**src/verilog/core_config.svh**
```systemverilog
`ifndef CORE_CONFIG_SVH
`define CORE_CONFIG_SVH

// Datapath width in bits
`define XLEN 16

// Architectural registers, r0 hardwired to zero
`define NREGS 8

// Register address width, log2 of NREGS
`define REG_ADDR 3

`endif

```
**src/verilog/core_pkg.sv**
```systemverilog
`include "core_config.svh"

package core_pkg;

   // 4-bit operation codes
   typedef enum logic [3:0] {
      op_nop  = 4'h0,
      op_add  = 4'h1,
      op_sub  = 4'h2,
      op_and  = 4'h3,
      op_or   = 4'h4,
      op_xor  = 4'h5,
      op_addi = 4'h6,
      op_mul  = 4'h7
   } opcode_e;

   // 16-bit instruction word
   typedef struct packed {
      opcode_e              opcode;
      logic [`REG_ADDR-1:0] rd;
      logic [`REG_ADDR-1:0] rs1;
      logic [5:0]           low;    // rs2 in 5:3, whole field is the addi immediate
   } instr_t;

   // Decode register contents
   typedef struct packed {
      logic                 valid;
      opcode_e              opcode;
      logic [`REG_ADDR-1:0] rd;
      logic [`XLEN-1:0]     a;
      logic [`XLEN-1:0]     b;      // rs2 value or extended immediate
      logic                 is_mul;
   } dec_t;

   // Result headed for writeback
   typedef struct packed {
      logic                 valid;
      logic [`REG_ADDR-1:0] rd;
      logic [`XLEN-1:0]     data;
   } wb_t;

endpackage

```
**src/verilog/alu_stage.sv**
```systemverilog
`timescale 1ns/1ns
`include "core_config.svh"

module alu_stage (
   input  logic           clk,
   input  logic           rst_n,
   input  core_pkg::dec_t dec,
   output core_pkg::wb_t  alu_wb
);

   logic [`XLEN-1:0] result;
   logic             op_ok;   // Opcode handled by this path

   always_comb begin
      result = '0;
      op_ok  = 1'b1;
      case (dec.opcode)
         core_pkg::op_add:  result = dec.a + dec.b;
         core_pkg::op_addi: result = dec.a + dec.b;   // b holds the extended immediate
         core_pkg::op_sub:  result = dec.a - dec.b;
         core_pkg::op_and:  result = dec.a & dec.b;
         core_pkg::op_or:   result = dec.a | dec.b;
         core_pkg::op_xor:  result = dec.a ^ dec.b;
         default:           op_ok  = 1'b0;            // Nop, mul, unused codes
      endcase
   end

   always_ff @(posedge clk or negedge rst_n) begin
      if (!rst_n) begin
         alu_wb <= '0;
      end else begin
         // Writes to r0 never reach writeback
         alu_wb.valid <= dec.valid && !dec.is_mul && op_ok && (dec.rd != '0);
         alu_wb.rd    <= dec.rd;
         alu_wb.data  <= result;
      end
   end

endmodule

```
**src/verilog/core_top.sv**
```systemverilog
`timescale 1ns/1ns
`include "core_config.svh"

module core_top (
   input  logic                 clk,
   input  logic                 rst_n,
   input  logic                 instr_req,
   input  core_pkg::instr_t     instr,
   output logic                 instr_ack,
   output logic                 wb_valid,
   output logic [`REG_ADDR-1:0] wb_rd,
   output logic [`XLEN-1:0]     wb_data,
   input  logic [`REG_ADDR-1:0] dbg_addr,
   output logic [`XLEN-1:0]     dbg_data,
   output logic                 busy
);

   // Issue register to decode
   logic                 issue_valid;
   core_pkg::instr_t     issue_instr;
   logic                 stall;

   // Operand reads
   logic [`REG_ADDR-1:0] rs1;
   logic [`REG_ADDR-1:0] rs2;
   logic [`XLEN-1:0]     rdata1;
   logic [`XLEN-1:0]     rdata2;

   core_pkg::dec_t       dec;
   core_pkg::wb_t        alu_wb;
   core_pkg::wb_t        mul_wb;
   core_pkg::wb_t [2:0]  mul_flight;   // Multiply stage destinations

   instr_issue issue (
      .clk(clk),
      .rst_n(rst_n),
      .instr_req(instr_req),
      .instr(instr),
      .instr_ack(instr_ack),
      .stall(stall),
      .issue_valid(issue_valid),
      .issue_instr(issue_instr)
   );

   decode_stage decode (
      .clk(clk),
      .rst_n(rst_n),
      .issue_valid(issue_valid),
      .issue_instr(issue_instr),
      .stall(stall),
      .rs1(rs1),
      .rs2(rs2),
      .rdata1(rdata1),
      .rdata2(rdata2),
      .alu_flight(alu_wb),
      .mul_flight(mul_flight),
      .dec(dec),
      .busy(busy)
   );

   alu_stage alu (
      .clk(clk),
      .rst_n(rst_n),
      .dec(dec),
      .alu_wb(alu_wb)
   );

   mul_pipe mul (
      .clk(clk),
      .rst_n(rst_n),
      .dec(dec),
      .mul_wb(mul_wb),
      .mul_flight(mul_flight)
   );

   writeback_regfile wb (
      .clk(clk),
      .rst_n(rst_n),
      .alu_wb(alu_wb),
      .mul_wb(mul_wb),
      .rs1(rs1),
      .rs2(rs2),
      .rdata1(rdata1),
      .rdata2(rdata2),
      .dbg_addr(dbg_addr),
      .dbg_data(dbg_data),
      .wb_valid(wb_valid),
      .wb_rd(wb_rd),
      .wb_data(wb_data)
   );

endmodule

```
**src/verilog/decode_stage.sv**
```systemverilog
`timescale 1ns/1ns
`include "core_config.svh"

module decode_stage (
   input  logic                 clk,
   input  logic                 rst_n,
   input  logic                 issue_valid,
   input  core_pkg::instr_t     issue_instr,
   output logic                 stall,
   output logic [`REG_ADDR-1:0] rs1,
   output logic [`REG_ADDR-1:0] rs2,
   input  logic [`XLEN-1:0]     rdata1,
   input  logic [`XLEN-1:0]     rdata2,
   input  core_pkg::wb_t        alu_flight,
   input  core_pkg::wb_t [2:0]  mul_flight,
   output core_pkg::dec_t       dec,
   output logic                 busy
);

   // Decode register, ALU result and three multiply stages
   localparam int n_flight = 5;

   logic [`XLEN-1:0]                     imm;
   logic                                 is_mul;
   logic                                 is_imm;
   logic                                 uses_rs1;
   logic                                 uses_rs2;
   logic                                 writes_rd;
   logic [n_flight-1:0]                  fl_valid;
   logic [n_flight-1:0][`REG_ADDR-1:0]   fl_rd;
   logic                                 hazard;
   logic                                 slot_conflict;
   core_pkg::dec_t                       dec_next;

   assign rs1 = issue_instr.rs1;
   assign rs2 = issue_instr.low[5:3];
   assign imm = {{(`XLEN-6){issue_instr.low[5]}}, issue_instr.low};

   // Operand usage per opcode
   always_comb begin
      is_mul    = 1'b0;
      is_imm    = 1'b0;
      uses_rs1  = 1'b0;
      uses_rs2  = 1'b0;
      writes_rd = 1'b0;
      case (issue_instr.opcode)
         core_pkg::op_add, core_pkg::op_sub, core_pkg::op_and,
         core_pkg::op_or, core_pkg::op_xor: begin
            uses_rs1  = 1'b1;
            uses_rs2  = 1'b1;
            writes_rd = 1'b1;
         end
         core_pkg::op_addi: begin
            is_imm    = 1'b1;
            uses_rs1  = 1'b1;
            writes_rd = 1'b1;
         end
         core_pkg::op_mul: begin
            is_mul    = 1'b1;
            uses_rs1  = 1'b1;
            uses_rs2  = 1'b1;
            writes_rd = 1'b1;
         end
         default: ;   // Nop and unused codes touch nothing
      endcase
      if (issue_instr.rd == '0)
         writes_rd = 1'b0;
   end

   // Destinations still on their way to the register file
   assign fl_valid[0] = dec.valid && (dec.opcode != core_pkg::op_nop);
   assign fl_rd[0]    = dec.rd;
   assign fl_valid[1] = alu_flight.valid;
   assign fl_rd[1]    = alu_flight.rd;
   assign fl_valid[2] = mul_flight[0].valid;
   assign fl_rd[2]    = mul_flight[0].rd;
   assign fl_valid[3] = mul_flight[1].valid;
   assign fl_rd[3]    = mul_flight[1].rd;
   assign fl_valid[4] = mul_flight[2].valid;
   assign fl_rd[4]    = mul_flight[2].rd;

   // No forwarding, so any overlap with an in-flight write waits
   always_comb begin
      hazard = 1'b0;
      for (int i = 0; i < n_flight; i++) begin
         if (fl_valid[i] && (fl_rd[i] != '0)) begin
            if ((uses_rs1 && (fl_rd[i] == rs1)) ||
                (uses_rs2 && (fl_rd[i] == rs2)) ||
                (writes_rd && (fl_rd[i] == issue_instr.rd)))
               hazard = 1'b1;
         end
      end
   end

   // ALU result would land on the same cycle as the multiply now in stage 1
   assign slot_conflict = writes_rd && !is_mul && mul_flight[0].valid;

   assign stall = issue_valid && (hazard || slot_conflict);

   always_comb begin
      dec_next.valid  = issue_valid && !stall;
      dec_next.opcode = issue_instr.opcode;
      dec_next.rd     = issue_instr.rd;
      dec_next.a      = rdata1;
      dec_next.b      = is_imm ? imm : rdata2;
      dec_next.is_mul = is_mul;
   end

   always_ff @(posedge clk or negedge rst_n) begin
      if (!rst_n)
         dec <= '0;
      else
         dec <= dec_next;   // Bubble when stalled
   end

   assign busy = issue_valid || dec.valid || alu_flight.valid ||
                 mul_flight[0].valid || mul_flight[1].valid || mul_flight[2].valid;

endmodule

```
**src/verilog/instr_issue.sv**
```systemverilog
`timescale 1ns/1ns

module instr_issue (
   input  logic             clk,
   input  logic             rst_n,
   input  logic             instr_req,
   input  core_pkg::instr_t instr,
   output logic             instr_ack,
   input  logic             stall,
   output logic             issue_valid,
   output core_pkg::instr_t issue_instr
);

   // Receiver side of the four-phase exchange
   typedef enum logic {
      hs_idle,   // Waiting for a request
      hs_ack     // Ack high, waiting for req to drop
   } hs_state_e;

   hs_state_e state;
   logic      take;

   // Accept only when the issue register is free or moving on this cycle
   assign take = instr_req && (state == hs_idle) && (!issue_valid || !stall);

   assign instr_ack = (state == hs_ack);

   always_ff @(posedge clk or negedge rst_n) begin
      if (!rst_n) begin
         state       <= hs_idle;
         issue_valid <= 1'b0;
      end else begin
         case (state)
            hs_idle: if (take) state <= hs_ack;
            hs_ack:  if (!instr_req) state <= hs_idle;   // Req dropped, close the exchange
            default: state <= hs_idle;
         endcase

         if (take)
            issue_valid <= 1'b1;
         else if (!stall)
            issue_valid <= 1'b0;   // Moved into decode
      end
   end

   // Captured at the same edge that raises ack
   always_ff @(posedge clk) begin
      if (take)
         issue_instr <= instr;
   end

endmodule

```
**src/verilog/mul_pipe.sv**
```systemverilog
`timescale 1ns/1ns
`include "core_config.svh"

module mul_pipe (
   input  logic                clk,
   input  logic                rst_n,
   input  core_pkg::dec_t      dec,
   output core_pkg::wb_t       mul_wb,
   output core_pkg::wb_t [2:0] mul_flight
);

   localparam int half = `XLEN / 2;

   // Stage 1 carries what stage 2 still needs from the operands
   typedef struct packed {
      core_pkg::wb_t   wb;      // data holds a times low byte of b
      logic [half-1:0] a_lo;
      logic [half-1:0] b_hi;
   } s1_t;

   s1_t              s1;
   core_pkg::wb_t    s2;
   logic [`XLEN-1:0] p_lo;
   logic [half-1:0]  p_hi;

   assign p_lo = dec.a * dec.b[half-1:0];   // Truncated to the low half of the product

   // Only the low byte of a times b_hi survives the shift by 8
   assign p_hi = s1.a_lo * s1.b_hi;

   always_ff @(posedge clk or negedge rst_n) begin
      if (!rst_n) begin
         s1     <= '0;
         s2     <= '0;
         mul_wb <= '0;
      end else begin
         s1.wb.valid <= dec.valid && dec.is_mul && (dec.rd != '0);
         s1.wb.rd    <= dec.rd;
         s1.wb.data  <= p_lo;
         s1.a_lo     <= dec.a[half-1:0];
         s1.b_hi     <= dec.b[`XLEN-1:half];

         s2.valid <= s1.wb.valid;
         s2.rd    <= s1.wb.rd;
         s2.data  <= s1.wb.data + {p_hi, {half{1'b0}}};

         mul_wb <= s2;   // Stage 3, low 16 bits of the product
      end
   end

   // Stage destinations for the hazard check
   assign mul_flight[0] = s1.wb;
   assign mul_flight[1] = s2;
   assign mul_flight[2] = mul_wb;

endmodule

```
**src/verilog/writeback_regfile.sv**
```systemverilog
`timescale 1ns/1ns
`include "core_config.svh"

module writeback_regfile (
   input  logic                 clk,
   input  logic                 rst_n,
   input  core_pkg::wb_t        alu_wb,
   input  core_pkg::wb_t        mul_wb,
   input  logic [`REG_ADDR-1:0] rs1,
   input  logic [`REG_ADDR-1:0] rs2,
   output logic [`XLEN-1:0]     rdata1,
   output logic [`XLEN-1:0]     rdata2,
   input  logic [`REG_ADDR-1:0] dbg_addr,
   output logic [`XLEN-1:0]     dbg_data,
   output logic                 wb_valid,
   output logic [`REG_ADDR-1:0] wb_rd,
   output logic [`XLEN-1:0]     wb_data
);

   logic [`XLEN-1:0] regs [`NREGS];
   core_pkg::wb_t    wb_sel;

   // Decode keeps the two paths apart, so at most one is valid
   assign wb_sel = alu_wb.valid ? alu_wb : mul_wb;

   assign wb_valid = wb_sel.valid;
   assign wb_rd    = wb_sel.rd;
   assign wb_data  = wb_sel.data;

   always_ff @(posedge clk or negedge rst_n) begin
      if (!rst_n) begin
         for (int i = 0; i < `NREGS; i++)
            regs[i] <= '0;
      end else if (wb_sel.valid && (wb_sel.rd != '0)) begin
         regs[wb_sel.rd] <= wb_sel.data;   // End of the wb cycle
      end
   end

   // r0 hardwired to zero on every read port
   assign rdata1   = (rs1 == '0) ? '0 : regs[rs1];
   assign rdata2   = (rs2 == '0) ? '0 : regs[rs2];
   assign dbg_data = (dbg_addr == '0) ? '0 : regs[dbg_addr];

endmodule
```
**config.mk**
```make
export PLATFORM = sky130hd
export DESIGN_NAME = core_top
export DESIGN_NICKNAME = d
export VERILOG_FILES = /design/src/verilog/core_pkg.sv /design/src/verilog/alu_stage.sv /design/src/verilog/core_top.sv /design/src/verilog/decode_stage.sv /design/src/verilog/instr_issue.sv /design/src/verilog/mul_pipe.sv /design/src/verilog/writeback_regfile.sv
export VERILOG_INCLUDE_DIRS = /design/src /design/src/verilog
export SDC_FILE = /design/constraint.sdc
export NUM_CORES = 1
export LEC_CHECK = 0
export BUFFER_PORTS_ARGS = -buffer_cell sky130_fd_sc_hd__buf_4
export CAP_MARGIN = 10
export CORE_MARGIN = 1
export CORE_UTILIZATION = 65
export CTS_BUF_LIST = sky130_fd_sc_hd__clkbuf_8
export DETAILED_ROUTE_END_ITERATION = 8
export PLACE_DENSITY = 0.9
export SYNTH_ARGS = -nofsm -noshare
export SYNTH_HDL_FRONTEND = slang
export SYNTH_SLANG_ARGS = --single-unit
```
**constraint.sdc**
```tcl
create_clock -name clk -period 10.69 [get_ports clk]
set_input_delay 1.069 -clock clk [delete_from_list [all_inputs] [get_ports clk]]
set_output_delay 1.069 -clock clk [all_outputs]
set_load 0.01 [all_outputs]
```
---- After elaboration in Yosys (flattened, before gate mapping) ----
Cells that the tools add are included.
word-level totals
  output and inout port bits .............. 38
  register bits after elaboration ......... 280
  word-level logic and storage cells ...... 180
  bits of input ports ..................... 22
operators by class
  multiplexer cells ....................... 39
  multiply operators ...................... 2
  order comparisons ....................... 5
  add/subtract/negate cells ............... 3
  bitwise gates (word level) .............. 8
  equal/unequal tests ..................... 26
  reduce and logical (&&, ||, !) cells .... 64
operators with widths
  cell                                                                   number
  16-bit two-way mux                                                     11
  16-bit binary-select mux with 3-bit select                             3
  128-bit bitwise mux                                                    1
  16-bit one-hot mux with 5 select lines                                 1
  16-bit demux with 3-bit select                                         1
  3-bit equality test                                                    12
  16-bit adder                                                           2
  1-bit logical AND                                                      31
  4-bit by 3-bit equality test with 1-bit output, second input constant  7
  1-bit two-way mux                                                      20
  20-bit two-way mux                                                     1
  16-bit AND                                                             1
  4-bit by 2-bit equality test with 1-bit output, second input constant  4
  4-bit greater-or-equal comparator, second input constant               4
  16-bit by 8-bit multiplier with 16-bit output                          1
  3-bit NOT with 4-bit output                                            4
  16-bit OR                                                              1
  16-bit subtractor                                                      1
  16-bit bitwise XOR                                                     1
  1-bit logical OR                                                       15
  3-bit nonzero test                                                     5
  3-bit logical NOT                                                      4
  6-bit OR reduction                                                     2
  4-bit by 1-bit equality test with 1-bit output, second input constant  2
  other kinds (9)                                                        12

---- Logic depth before layout (Yosys ltp) ----
  depth in word-level cells ............... 23
  depth in mapped cells ................... 19
  mapped depth without buffers ............ 18

---- Cells and area by module ----
A second synthesis with hierarchy kept.
second synthesis, totals
  cells, all modules ...................... 1650
  area total of the unflattened synthesis .. 18477.7 µm²
by module, submodules not included
  module             sequential area each (µm²)  area each (µm²)  instances  cells an instance
  writeback_regfile  2802.7                      7244.4           1          557
  mul_pipe           1901.8                      6107.1           1          580
  alu_stage          500.5                       2526.2           1          289
  decode_stage       1026.0                      2035.7           1          201
  instr_issue        530.5                       564.3            1          23

---- Worst setup path after synthesis ----
No wires, ideal clock.
  path type ............................... register to register
  start point ............................. register, netlist name decode.dec[3]
  end point ............................... register mul.s1, in the netlist mul.mul_flight[13]
  arrival time ............................ 4317 ps
  path slack .............................. 6293 ps
  library setup time ...................... 80 ps
  clock period less this slack ............ 4397 ps
  stages on the path, launching flop included .. 18
  buffers on the path ..................... 2
  data required time ...................... 10610 ps
  cell sequence ........................... dfrtp_1 clkbuf_1 inv_1 clkbuf_1 nor2_1 fa_1 fa_1 fa_1 inv_1 fa_1 inv_1 ha_1 or2_2 a21oi_1 a21oi_1 a21o_1 a21oi_1 xnor2_1
between the ends
  cells in the longest elaborated chain, start to end .. 1
RTL lines
  item                                           line            source
  16-bit by 8-bit multiplier with 16-bit output  mul_pipe.sv:26  assign p_lo = dec.a * dec.b[half-1:0];
  via mul.p_lo[13]                               mul_pipe.sv:23  logic [`XLEN-1:0] p_lo;
  to (decl)                                      mul_pipe.sv:21  s1_t s1;
The timed path passes the listed nets, and every way through them passes these cells.
A chain may end at the register's enable or synchronous reset.

---- Final worst setup path ----
  start point ............................. register, netlist name decode.dec[3]
  end point ............................... register mul.s1, in the netlist mul.mul_flight[15]
between the ends
  cells in the longest elaborated chain, start to end .. 1
RTL lines
  item                                           line
  16-bit by 8-bit multiplier with 16-bit output  mul_pipe.sv:26
  via mul.p_lo[15]                               mul_pipe.sv:23
The timed path passes the listed nets, and every way through them passes these cells.

==> results.py <==
metrics = {
    "die": {
        "fp-row-count": 59,
        "die_w_um": 164,
        "die_h_um": 164,
        "ios": 60,
        "fp.coreArea_sq_mm": 0.0260,
        "dieArea_sq_mm": 0.0270,
        "start_util_pct": 66.0,
    },
    "setup_path": {
        "path_max_fanout": 12,
        "slowest_delay_ns": 0.52,
        "critical-path-top-delay-family": "adder cells",
        "worst-path-buf-inv": 3,
        "required_ns": 11.16,
        "critPathLaunchType": "register",
        "rr_endpoint": "mul.mul_flight[15]",
        "end_kind": "register",
        "reg2reg_from": "decode.dec[3]",
        "worst_path_most_repeated_cell": "fa_1",
        "r2r_cells": 14,
        "slowest_stage": "fa_1",
        "path_cells": "inv_1, nor2_1, fa_1, fa_1, fa_1, inv_1, fa_1, inv_1, ha_1, or2_2, a21oi_1, a21oi_1, a221oi_1, xnor2_1",
        "worst-r2r-setup-slack_ns": 5.98,
        "path_class": "register to register",
        "crit_arrival_ns": 5.17,
    },
    "global_routing": {
        "grt_pass1_wl_um": 74700,
        "grt_pass1_vias": 14100,
        "grt_max_degree": 99,
        "antenna_found_initial": 2,
        "overflow": 0,
        "grtUsageTotal_pct": 36.2,
    },
    "clock_network": {
        "clockBufferDepth": 3,
        "postCtsSetupBuffers": 0,
        "clock_sinks": 264,
        "insertion_delay_ns": 0.59,
        "cts_tree": "yes",
        "clock-root-buffer": "clkbuf_8",
        "cts_buffers": 44,
        "h-tree-depth": 2,
        "cts_hold_buf": 0,
        "clk_pin_slew_ns": 0.07,
        "cts-resized-gates": 0,
    },
    "sta": {
        "fin_skew_ns": 0.0512,
        "fin_crit_ns": 4.71,
        "hold-worst-slack_ns": 0.311,
        "fmax_mhz": 212,
        "tns_ns": 0,
        "tightest_slew_ns": 1.17,
        "post-route-period-util_pct": 44.0,
        "relSlewSlack_pct": 19.6,
        "finalHoldViolCount": 0,
        "rsz0062_at_grt": "false",
        "slew_violations": 0,
        "finalSetupViolCount": 0,
    },
    "logic_synthesis": {
        "synth_edf_count": 16,
        "synth_fa_ha_area_share_pct": 15.6,
        "synth-compound-area-share_pct": 12.7,
        "ys_seq_area_share_pct": 39.0,
        "syn_area_sq_mm": 0.0171,
        "synth.distinct_cells": 64,
        "synth_top_family_by_area": "adder cells",
        "yosys_most_used_dff": "dfrtp_1",
        "syn_area_per_cell_sq_um": 10.2,
        "synthArstFlopShare_pct": 93.9,
        "synth_seq_cells": 264,
        "synth_fp_nets": 1871,
        "synthMuxAreaShare_pct": 10.7,
        "synth-simple-area-share_pct": 11.5,
        "synth.yosys.warnings": 0,
        "synth-xor-area-share_pct": 5.11,
        "syn_inst": 1680,
    },
    "flow_run": {
        "drv_cap": 0,
    },
    "place": {
        "dp_hpwl_um": 31400,
        "place_inst": 2009,
        "io_buffer_count": 59,
        "routabilityCongestion": 0.981,
    },
    "drt": {
        "dr.pass1.iters": 6,
        "totalWireLength_um": 46300,
        "met3_length_um": 4590,
        "wl_met1_um": 17200,
        "wl_met2_um": 22300,
        "vias": 13600,
        "routedWlPerCell_um": 22.2,
        "ant_nets": 0,
        "drt-initial-drc-count": 1448,
        "remaining_drc_errors": 0,
        "via_per_inst": 6.50,
        "top_layer": "met5",
    },
    "worst_hold_path": {
        "hp-class": "register to register",
        "min_path_cells": 0,
        "holdCritStartpoint": "mul.mul_flight[20]",
        "hold_end": "mul.mul_flight[40]",
    },
    "pwr": {
        "leakage_nw": 8.58,
        "pwr-share-clk_pct": 17.5,
        "intPower_mw": 3.03,
        "switching_power_mw": 2.27,
        "irDropWorstVdd_uv": 305,
        "swShare_pct": 42.8,
        "p_comb_share_pct": 51.5,
        "power_density_mw_per_mm2": 283,
        "seqPwrFrac_pct": 31.0,
    },
    "cells_and_area": {
        "layout-drive-gt1-share_pct": 15.3,
        "final_nets": 1911,
        "final_cell_count_no_fill": 2088,
        "n_antenna_cell": 0,
        "final_core_util_pct": 72.1,
        "area_delta_synth_final_pct": 9.24,
    },
    "status": {
        "status": "finished, final reports clean",
    },
}
## sequential cells by signal, indices dropped and copies added, names as in the netlist
name               flops
alu.alu_wb            17
decode.dec            41
issue.instr_ack        1
issue.issue_instr     16
issue.issue_valid      1
mul.mul_flight        60
mul.s1                16
wb.regs              112
## worst max path at each step
stage	startpoint	endpoint	slack, ns	cells after the start
finish	decode.dec[3]	mul.mul_flight[15]	5.98	14
global route	decode.dec[3]	mul.mul_flight[15]	5.78	14
CTS	decode.dec[3]	mul.mul_flight[15]	6.01	14
detailed placement	decode.dec[3]	mul.mul_flight[15]	6.03	14
global placement	decode.dec[3]	mul.mul_flight[13]	6.27	15
floorplan	decode.dec[3]	mul.mul_flight[13]	6.29	17
## stage by stage
stage                     instance area (sq um)  total power [mW]  setup slack, ns
after floorplan                           17100              3.50             6.29
after global placement                    17800              4.11             6.27
after detailed placement                  17800              4.30             6.03
after CTS                                 18700              5.26             6.01
after global routing                      18700              5.68             5.78
final                                     18700              5.30             5.98
## cells in the final DEF, fill, tap and decap left out, drive strengths merged, types with 16 or more instances in the layout
master,Yosys,layout
a21oi,151,151
fa,74,74
o21ai,60,60
edfxtp,16,16
mux4,47,47
mux2i,22,22
mux2,49,49
and2,24,24
a22oi,25,25
dfrtp,248,248
xor2,24,24
buf,44,78
xnor2,76,76
a221oi,33,33
inv,143,158
nand2,83,83
ha,95,95
clkbuf,40,56
nor2,273,273
## synth_stat cells (5+ instances only)
| cell | count | area share (%) |
|---|---|---|
| a21o_1 | 12 | 0.53 |
| a21oi_1 | 151 | 4.4 |
| a221oi_1 | 33 | 1.7 |
| a22oi_1 | 25 | 1.1 |
| and2_1 | 24 | 0.88 |
| buf_2 | 35 | 1.0 |
| clkbuf_1 | 40 | 0.88 |
| clkinv_1 | 5 | 0.11 |
| dfrtp_1 | 248 | 36 |
| edfxtp_1 | 16 | 2.8 |
| fa_1 | 74 | 8.6 |
| ha_1 | 95 | 6.9 |
| inv_1 | 139 | 3.0 |
| mux2_2 | 49 | 3.2 |
| mux2i_1 | 22 | 1.3 |
| mux4_2 | 47 | 6.2 |
| nand2_1 | 83 | 1.8 |
| nand2b_1 | 7 | 0.26 |
| nand3_1 | 9 | 0.26 |
| nor2_1 | 273 | 6.0 |
| nor2b_1 | 13 | 0.47 |
| nor3_1 | 12 | 0.35 |
| o21a_1 | 11 | 0.48 |
| o21ai_0 | 45 | 1.3 |
| o21ai_1 | 15 | 0.44 |
| o31ai_1 | 14 | 0.61 |
| xnor2_1 | 76 | 3.9 |
| xor2_1 | 24 | 1.2 |
## area by class of cell
type                            count  area, sq um
Clock buffer                       56          771
Clock inverter                     23          140
Fill cell                        1810         7260
Inverter                          148          556
Multi-Input combinational cell   1184         9560
Sequential cell                   264         6690
Tap cell                          335          419
Timing Repair Buffer               78          593
## power by group through the flow
stage | Sequential [mW] | Combinational [mW] | Clock, mW
floorplan | 1.51 | 1.99 | 0
global placement | 1.62 | 2.49 | 0
detailed placement | 1.64 | 2.67 | 0
CTS | 1.62 | 2.70 | 0.933
global route | 1.67 | 3.04 | 0.974
finish | 1.64 | 2.73 | 0.926
## per-layer routing
layer,track usage [%],up-vias
met2,58.9,857
met4,18.3,2
met3,7.41,209
met5,0,-
li1,-,5824
met1,46.4,6682
## logic make-up after synthesis
family,count (synthesis)
simple gates,452
compound gates,345
flops,264
buf+inv,232
fa+ha+maj,169
mux,118
xor+xnor,100
(Power assumes the default switching activity.)
